===== src/rtl/databus_pkg.sv =====
`default_nettype none

// Internal data-bus side of the memory path
package databus_pkg;

  localparam int N_PORTS = 4;         // Units sharing the memory path
  localparam int ADDR_W  = 32;        // Byte address
  localparam int DATA_W  = 32;
  localparam int STRB_W  = DATA_W / 8;
  localparam int LEN_W   = 8;         // Beats minus one, same as AXI4 len

  // Index of one data-bus port
  localparam int PORT_W  = (N_PORTS > 1) ? $clog2(N_PORTS) : 1;

  // Request of one unit
  // addr, len and wstrb stay steady while valid is high for the burst,
  // wdata follows the current beat. A zero wstrb marks a read
  typedef struct packed {
    logic              valid;
    logic [ADDR_W-1:0] addr;
    logic [DATA_W-1:0] wdata;
    logic [STRB_W-1:0] wstrb;
    logic [LEN_W-1:0]  len;
  } db_req_t;

endpackage

`default_nettype wire


===== src/rtl/axi_pkg.sv =====
`default_nettype none

// AXI4 subset seen by the memory slave
// Burst is always INCR and size is fixed, so neither field travels
package axi_pkg;

  import databus_pkg::*;

  localparam int AXI_SIZE_BYTES = 4;  // Bytes per beat, address step of INCR

  // Shared by AW and AR
  typedef struct packed {
    logic [ADDR_W-1:0] addr;
    logic [LEN_W-1:0]  len;           // Beats minus one
  } axi_addr_t;

  // Write beat
  typedef struct packed {
    logic [DATA_W-1:0] data;
    logic [STRB_W-1:0] strb;
    logic              last;
  } axi_w_t;

  // Read beat, response code not carried
  typedef struct packed {
    logic [DATA_W-1:0] data;
    logic              last;
  } axi_r_t;

endpackage

`default_nettype wire


===== src/rtl/axi_burst_master.sv =====
`timescale 1ns/100ps
`default_nettype none

module axi_burst_master import databus_pkg::*, axi_pkg::*; (
  input  logic      clk,
  input  logic      rst,
  input  logic      wr_valid,
  output logic      wr_ready,
  output logic      wr_last,
  input  db_req_t   wr_req,
  input  logic      rd_valid,
  output logic      rd_ready,
  output logic      rd_last,
  input  db_req_t   rd_req,
  output axi_addr_t aw,
  output logic      aw_valid,
  input  logic      aw_ready,
  output axi_addr_t ar,
  output logic      ar_valid,
  input  logic      ar_ready,
  output axi_w_t    w_beat,
  output logic      w_valid,
  input  logic      w_ready,
  input  axi_r_t    r_beat,
  input  logic      r_valid,
  output logic      r_ready,
  input  logic      b_valid,
  output logic      b_ready
);

  typedef enum logic [2:0] {
    S_IDLE,
    S_WR_ADDR,
    S_WR_DATA,
    S_RD_ADDR,
    S_RD_DATA
  } state_t;

  state_t           state;
  logic [LEN_W-1:0] beat_cnt;      // W beats handed to the slice
  logic             b_wait;        // Write still open until its response
  logic             w_end;

  assign b_ready = 1'b1;           // Response accepted, code ignored

  // Beats pass straight between the channel and the slices
  always_comb begin
    w_valid     = (state == S_WR_DATA) && wr_valid;
    wr_ready    = (state == S_WR_DATA) && w_ready;
    w_beat.data = wr_req.wdata;
    w_beat.strb = wr_req.wstrb;
    w_beat.last = (beat_cnt == wr_req.len);
    wr_last     = wr_ready && w_beat.last;
    r_ready     = (state == S_RD_DATA) && rd_valid;
    rd_ready    = (state == S_RD_DATA) && r_valid;
    rd_last     = rd_ready && r_beat.last;
  end

  assign w_end = w_valid && w_ready && w_beat.last;

  always_ff @(posedge clk or posedge rst) begin
    if (rst) begin
      state    <= S_IDLE;
      aw_valid <= 1'b0;
      ar_valid <= 1'b0;
      beat_cnt <= '0;
      b_wait   <= 1'b0;
    end else begin
      if (w_end) begin
        b_wait <= 1'b1;
      end else if (b_valid) begin
        b_wait <= 1'b0;
      end
      case (state)
        S_IDLE: begin
          if (!b_wait && wr_valid) begin   // Write wins a tie
            aw_valid <= 1'b1;
            state    <= S_WR_ADDR;
          end else if (!b_wait && rd_valid) begin
            ar_valid <= 1'b1;
            state    <= S_RD_ADDR;
          end
        end
        S_WR_ADDR: begin
          if (aw_ready) begin
            aw_valid <= 1'b0;
            state    <= S_WR_DATA;
          end
        end
        S_WR_DATA: begin
          if (w_end) begin
            beat_cnt <= '0;
            state    <= S_IDLE;
          end else if (w_valid && w_ready) begin
            beat_cnt <= beat_cnt + 1'b1;
          end
        end
        S_RD_ADDR: begin
          if (ar_ready) begin
            ar_valid <= 1'b0;
            state    <= S_RD_DATA;
          end
        end
        S_RD_DATA: begin
          if (r_valid && r_ready && r_beat.last) begin
            state <= S_IDLE;
          end
        end
        default: state <= S_IDLE;
      endcase
    end
  end

  // Address payload follows the channel while idle, frozen after
  always_ff @(posedge clk) begin
    if (state == S_IDLE) begin
      aw.addr <= wr_req.addr;
      aw.len  <= wr_req.len;
      ar.addr <= rd_req.addr;
      ar.len  <= rd_req.len;
    end
  end

  a_one_addr: assert property (@(posedge clk) disable iff (rst)
    !(aw_valid && ar_valid));
  a_aw_hold: assert property (@(posedge clk) disable iff (rst)
    aw_valid && !aw_ready |=> aw_valid);
  a_ar_hold: assert property (@(posedge clk) disable iff (rst)
    ar_valid && !ar_ready |=> ar_valid);

endmodule

`default_nettype wire


===== src/rtl/databus_merge.sv =====
`timescale 1ns/100ps
`default_nettype none

module databus_merge import databus_pkg::*; (
  input  logic                   clk,
  input  logic                   rst,
  input  db_req_t [N_PORTS-1:0]  req,
  output logic [N_PORTS-1:0]     port_ready,
  output logic [N_PORTS-1:0]     port_last,
  output logic                   wr_valid,
  input  logic                   wr_ready,
  input  logic                   wr_last,
  output db_req_t                wr_req,
  output logic                   rd_valid,
  input  logic                   rd_ready,
  input  logic                   rd_last,
  output db_req_t                rd_req
);

  logic              wr_any;
  logic              rd_any;
  logic [PORT_W-1:0] wr_pick;
  logic [PORT_W-1:0] rd_pick;
  logic              wr_busy;      // Write channel granted
  logic              rd_busy;
  logic [PORT_W-1:0] wr_sel;
  logic [PORT_W-1:0] rd_sel;

  // Highest-numbered requester of each kind wins, later index overrides
  always_comb begin
    wr_any  = 1'b0;
    rd_any  = 1'b0;
    wr_pick = '0;
    rd_pick = '0;
    for (int i = 0; i < N_PORTS; i++) begin
      if (req[i].valid) begin
        if (|req[i].wstrb) begin
          wr_any  = 1'b1;
          wr_pick = PORT_W'(i);
        end else begin
          rd_any  = 1'b1;
          rd_pick = PORT_W'(i);
        end
      end
    end
  end

  always_ff @(posedge clk or posedge rst) begin
    if (rst) begin
      wr_busy <= 1'b0;
      rd_busy <= 1'b0;
      wr_sel  <= '0;
      rd_sel  <= '0;
    end else begin
      if (!wr_busy && wr_any) begin
        wr_busy <= 1'b1;
        wr_sel  <= wr_pick;
      end else if (wr_busy && wr_valid && wr_ready && wr_last) begin
        wr_busy <= 1'b0;             // Final beat taken
      end
      if (!rd_busy && rd_any) begin
        rd_busy <= 1'b1;
        rd_sel  <= rd_pick;
      end else if (rd_busy && rd_valid && rd_ready && rd_last) begin
        rd_busy <= 1'b0;
      end
    end
  end

  // Steer the granted request down, beat status back up
  always_comb begin
    wr_valid   = wr_busy && req[wr_sel].valid;
    rd_valid   = rd_busy && req[rd_sel].valid;
    wr_req     = wr_busy ? req[wr_sel] : '0;
    rd_req     = rd_busy ? req[rd_sel] : '0;
    port_ready = '0;
    port_last  = '0;
    if (wr_busy) begin
      port_ready[wr_sel] = wr_ready;
      port_last[wr_sel]  = wr_last;
    end
    if (rd_busy) begin
      port_ready[rd_sel] = port_ready[rd_sel] | rd_ready;
      port_last[rd_sel]  = port_last[rd_sel] | rd_last;
    end
  end

  a_wr_grant_held: assert property (@(posedge clk) disable iff (rst)
    wr_busy && $past(wr_busy) |-> $stable(wr_sel));
  a_rd_grant_held: assert property (@(posedge clk) disable iff (rst)
    rd_busy && $past(rd_busy) |-> $stable(rd_sel));
  // Burst master only flags last on a beat that moves
  a_last_with_ready: assert property (@(posedge clk) disable iff (rst)
    (port_last & ~port_ready) == '0);

endmodule

`default_nettype wire


===== src/rtl/skid_slice.sv =====
`timescale 1ns/100ps
`default_nettype none

// Main register drives the output, spare catches the beat that was
// in flight when the output stalled
module skid_slice #(
  parameter type payload_t = logic
) (
  input  logic     clk,
  input  logic     rst,
  input  payload_t in_data,
  input  logic     in_valid,
  output logic     in_ready,       // Low exactly while the spare is full
  output payload_t out_data,
  output logic     out_valid,
  input  logic     out_ready
);

  payload_t spare_data;
  logic     main_load;             // Main free or draining this cycle
  logic     take_spare;
  logic     take_in;
  logic     park;

  always_comb begin
    main_load  = !out_valid || out_ready;
    take_spare = main_load && !in_ready;
    take_in    = main_load && in_ready && in_valid;
    park       = !main_load && in_valid && in_ready;
  end

  always_ff @(posedge clk or posedge rst) begin
    if (rst) begin
      out_valid <= 1'b0;
      in_ready  <= 1'b1;
    end else if (main_load) begin
      out_valid <= !in_ready || in_valid;
      in_ready  <= 1'b1;           // Spare empties into main
    end else if (park) begin
      in_ready  <= 1'b0;
    end
  end

  always_ff @(posedge clk) begin
    if (take_spare) begin
      out_data <= spare_data;      // Oldest beat first
    end else if (take_in) begin
      out_data <= in_data;
    end
    if (park) begin
      spare_data <= in_data;
    end
  end

  // Both entries full under a stall means neither register changes
  a_no_overwrite: assert property (@(posedge clk) disable iff (rst)
    out_valid && !in_ready && !out_ready |=> !in_ready && $stable(out_data));

endmodule

`default_nettype wire


===== src/rtl/versat_mem_port.sv =====
`timescale 1ns/100ps
`default_nettype none

module versat_mem_port import databus_pkg::*, axi_pkg::*; (
  input  logic                  clk,
  input  logic                  rst,
  input  db_req_t [N_PORTS-1:0] req,
  output logic [N_PORTS-1:0]    port_ready,
  output logic [N_PORTS-1:0]    port_last,
  output logic [DATA_W-1:0]     rdata,
  output axi_addr_t             aw,
  output logic                  aw_valid,
  input  logic                  aw_ready,
  output axi_addr_t             ar,
  output logic                  ar_valid,
  input  logic                  ar_ready,
  output axi_w_t                w,
  output logic                  w_valid,
  input  logic                  w_ready,
  input  axi_r_t                r,
  input  logic                  r_valid,
  output logic                  r_ready,
  input  logic                  b_valid,
  output logic                  b_ready
);

  logic    wr_valid;
  logic    wr_ready;
  logic    wr_last;
  db_req_t wr_req;
  logic    rd_valid;
  logic    rd_ready;
  logic    rd_last;
  db_req_t rd_req;
  axi_w_t  w_mid;                  // Burst master to W slice
  logic    w_mid_valid;
  logic    w_mid_ready;
  axi_r_t  r_mid;                  // R slice to burst master
  logic    r_mid_valid;
  logic    r_mid_ready;

  assign rdata = r_mid.data;       // Shared by all ports

  databus_merge merge (
    .clk(clk), .rst(rst), .req(req),
    .port_ready(port_ready), .port_last(port_last),
    .wr_valid(wr_valid), .wr_ready(wr_ready), .wr_last(wr_last), .wr_req(wr_req),
    .rd_valid(rd_valid), .rd_ready(rd_ready), .rd_last(rd_last), .rd_req(rd_req)
  );

  axi_burst_master master (
    .clk(clk), .rst(rst),
    .wr_valid(wr_valid), .wr_ready(wr_ready), .wr_last(wr_last), .wr_req(wr_req),
    .rd_valid(rd_valid), .rd_ready(rd_ready), .rd_last(rd_last), .rd_req(rd_req),
    .aw(aw), .aw_valid(aw_valid), .aw_ready(aw_ready),
    .ar(ar), .ar_valid(ar_valid), .ar_ready(ar_ready),
    .w_beat(w_mid), .w_valid(w_mid_valid), .w_ready(w_mid_ready),
    .r_beat(r_mid), .r_valid(r_mid_valid), .r_ready(r_mid_ready),
    .b_valid(b_valid), .b_ready(b_ready)
  );

  skid_slice #(.payload_t(axi_w_t)) w_slice (
    .clk(clk), .rst(rst),
    .in_data(w_mid), .in_valid(w_mid_valid), .in_ready(w_mid_ready),
    .out_data(w), .out_valid(w_valid), .out_ready(w_ready)
  );

  skid_slice #(.payload_t(axi_r_t)) r_slice (
    .clk(clk), .rst(rst),
    .in_data(r), .in_valid(r_valid), .in_ready(r_ready),
    .out_data(r_mid), .out_valid(r_mid_valid), .out_ready(r_mid_ready)
  );

endmodule

`default_nettype wire


===== config.mk =====
export PLATFORM = sky130hd
export DESIGN_NAME = versat_mem_port
export DESIGN_NICKNAME = d
export VERILOG_FILES = /design/src/rtl/databus_pkg.sv /design/src/rtl/axi_pkg.sv /design/src/rtl/axi_burst_master.sv /design/src/rtl/databus_merge.sv /design/src/rtl/skid_slice.sv /design/src/rtl/versat_mem_port.sv
export SDC_FILE = /design/constraint.sdc
export NUM_CORES = 1
export LEC_CHECK = 0
export BUFFER_PORTS_ARGS = -buffer_cell sky130_fd_sc_hd__buf_2
export CAP_MARGIN = 25
export CORE_AREA = 2 2 199 201
export CTS_BUF_LIST = sky130_fd_sc_hd__clkbuf_8
export DETAILED_ROUTE_END_ITERATION = 16
export DIE_AREA = 0 0 201 203
export PLACE_DENSITY_LB_ADDON = 0.08
export REMOVE_ABC_BUFFERS = 1
export SYNTH_ARGS = -nofsm -noshare
export SYNTH_HDL_FRONTEND = slang
export SYNTH_SLANG_ARGS = --single-unit

===== constraint.sdc =====
create_clock -name clk -period 9.05 [get_ports clk]
set_input_delay 0.905 -clock clk [delete_from_list [all_inputs] [get_ports clk]]
set_output_delay 0.905 -clock clk [all_outputs]
set_load 0.02 [all_outputs]

==> run summary <==
Fmax: 222.2 MHz
Critical path startpoint category: flip-flop
Max-slew headroom: 35.68%
Placed Area: 15750 um2
Final period util: 49.73%
Fillers: 3645
Synthesized area per cell: 15.93 um2
Syn Inst Count: 807
CP endpoint kind: primary output
Depth of the CTS H-tree: 2
R2r worst-path depth: 5
Routed vias/inst: 4.980
CTS resizes: 0
Max Clock Skew: 0.02591 ns
Gpl congestion: 0.8065
Power Density: 244.4 nW/um2
Via count: 9223
Setup Fix Bufs, Post-CTS: 0
Total grt overflow: 0
Num rows: 72
ANT nets after route: 0
Post-Syn Area: 12850 um2
Met3 Use GR: 6.886%
Ports: 510
Routed WL per cell: 21.73 um
Setup Viol. Count Final: 0
Area growth syn-to-layout: 29.47%
Setup slack, reg-to-reg: 5.71 ns
Clock Tree Root: clkbuf_8
RSZ-0062 raised after global routing: no
Max Slew Vio Count: 0
Worst hold path class: primary input to async pin
Post-DP HPWL: 29650 um
DR iter-0 viols: 475
DRC Markers: 0
Initial Utilization: 33.41%
Minimum clock period after layout: 4.501 ns
Final Hold Viols: 0
Initial antenna violation count: 7
Setup CP Type: flip-flop to primary output
GR peak layer: met2
Die width: 201 um
Crit path launch: merge.wr_sel[1]
Design Area, Final: 16640 um2
Worst-path clk slew: 0.06 ns
Pre-Repair DR Iteration Count: 5
Max rail drop VDD: 124.1 uV
First-pass GRT wire length: 60020 um
Status: finished, final reports clean
M1 GR Usage: 23.64%
Tightest Pin Transition: 0.9560 ns
Crit path max fanout: 49
WP data required: 8.15 ns
Largest net degree at the start of global routing: 77
Final #Nets: 1642
Core area: 38470 um2
Final setup TNS: 0 ns
Clk Latency, worst-skew pair: 0.57 ns
Port Buffer Count: 508
Num Clock Sinks: 244
Post-synth cell types: 48
Crit Reg-Reg Startpoint: merge.wr_sel[0]
Hold Buf Count CTS: 0
Total clock buffers created by CTS: 45
Yosys Warn Count: 0
Max-Cap Viols: 0
Die height: 203 um
Post-Layout Cell Count: 1852
Grt met2 use: 32.65%
Seq/Total Area, Yosys: 56.09%
Lkg Pwr: 6.608 nW
Total power: 0.004067 W
Share of post-route cells with drive strength above 1: 59.04%
DRT Wirelength: 40240 um
CTS tree: built
Clock Tree Buf Depth: 3
Total GRT Usage: 19.52%
Placed Cells: 1763
Synthesis-stage register bit count: 244
WP data arrival: 3.60 ns
Full die area: 40800 um2
Vias in the first global route: 9656
==> area by class of cell <==
cell class / count / area [um2] / area share, %
multi-input cells: 467 / 5166 / 31.05
clock buffers: 46 / 633.1 / 3.805
diodes: 6 / 15.01 / 0.09023
clock inverters: 36 / 210.2 / 1.263
flip-flops and latches: 244 / 7223 / 43.41
inverters: 11 / 41.29 / 0.2481
well taps: 518 / 648.1 / 3.895
repair buffers: 524 / 2703 / 16.24
==> worst max-delay path, cell delays in order, from the launching register on <==
cell      delay [ns]
dfrtp_4         0.93
mux4_2          0.45
nor3b_2         0.18
a22oi_1         0.08
a22o_1          0.27
a211oi_4        0.67
a2bb2o_1        0.24
buf_2           0.16
==> Yosys cell counts (all sizes together) <==
cell type  instances  area, um2
inv               11      41.29
nor4               5      31.28
a211oi             2      27.53
o211ai             3      22.52
o2bb2ai            2      17.52
nor3b              5      42.54
nor2b              3      18.77
dfrtp             22      550.5
dfstp              2      52.55
buf               56      367.8
nand2b             6      37.54
o22ai              2      12.51
and4               1      8.760
xnor2              6      52.55
a21oi             11      55.05
or2                1      6.260
nand3b             2      15.01
or3                2      12.51
o21a               3      22.52
nand3             11      55.05
conb               1      3.750
a21boi             2      15.01
nand4              2      12.51
a32oi              4      35.03
mux4             118       2658
or4                2      15.01
nor2              14      52.55
edfxtp           220       6606
nand2             26      97.59
clkbuf            29      108.9
o21ai             27      135.1
a2bb2oi            1      8.760
a31oi              1      6.260
a22oi              3      22.52
and2             116      725.7
mux2              70      788.3
a2bb2o             1      10.01
and3               7      43.79
a22o               3      26.28
o22a               1      8.760
ha                 1      12.51
nor3               2      10.01
==> routing by layer <==
| layer | vias to the layer above | wire length [um] |
|---|---|---|
| li1 | 4156 | - |
| met1 | 4590 | 15820 |
| met4 | 4 | 957 |
| met2 | 414 | 19670 |
| met5 | - | 22 |
| met3 | 59 | 3766 |
==> flip-flops by register name, indices dropped and copies added, names as in the netlist, 2 cells and up <==
register,flops
r_slice.spare_data,33
master.beat_cnt,8
master.aw,40
master.ar,40
merge.rd_sel,2
r_slice.out_data,33
master.state,3
w_slice.spare_data,37
merge.wr_sel,2
w_slice.out_data,37
==> power breakdown <==
part	leakage (nW)	total [W]	switching, W	internal, W
clock	0.500	0.00101	0.000473	0.000532
combinational	3.81	0.00142	0.000820	0.000598
sequential	2.30	0.00164	0.0000914	0.00155
total	6.61	0.00407	0.00138	0.00268
==> through the flow <==
step | hold WS (ns) | util [%] | setup WS (ns)
detailed placement | 0.4900 | 40.95 | 4.967
global placement | 0.4972 | 40.88 | 5.012
global route | 0.3048 | 43.24 | 4.316
CTS | 0.2872 | 43.15 | 4.438
finish | 0.3176 | 43.26 | 4.549
floorplan | 0.4733 | - | 2.534
==> path summary, 6_finish.rpt <==
| check | endpoint |
|---|---|
| worst max-delay path | port_last[2] |
| worst min-delay path | merge.wr_sel[0] |
| worst max register to register | w_slice.out_data[32] |
| worst min register to register | master.ar_valid |
| max in group asynchronous | r_slice.in_ready |
| min in group clk | master.ar_valid |
==> logic make-up after synthesis <==
| group | Yosys count | synth area share (%) |
|---|---|---|
| AND/OR/NAND/NOR | 205 | 9.219 |
| other | 1 | 0.02918 |
| XOR/XNOR | 6 | 0.4089 |
| flip-flops | 244 | 56.09 |
| buffers and inverters | 96 | 4.030 |
| AO/OA/AOI/OAI | 66 | 3.310 |
| adder cells (fa/ha/maj) | 1 | 0.09734 |
| multiplexers | 188 | 26.81 |
==> placed cells by master (no fill, tap or decap), types with 6 or more instances in the layout <==
cell / count
nand3_1: 11
clkbuf_8: 46
inv_1: 31
xnor2_1: 6
o21ai_0: 24
edfxtp_1: 220
diode_2: 6
buf_4: 14
nor2_1: 10
nand2_1: 26
a21oi_1: 10
and2_1: 116
clkinv_1: 6
dfrtp_1: 17
mux4_2: 118
nand2b_1: 6
buf_2: 508
and3_1: 7
mux2_2: 70
Note: power is estimated with default switching activity, not from simulation.
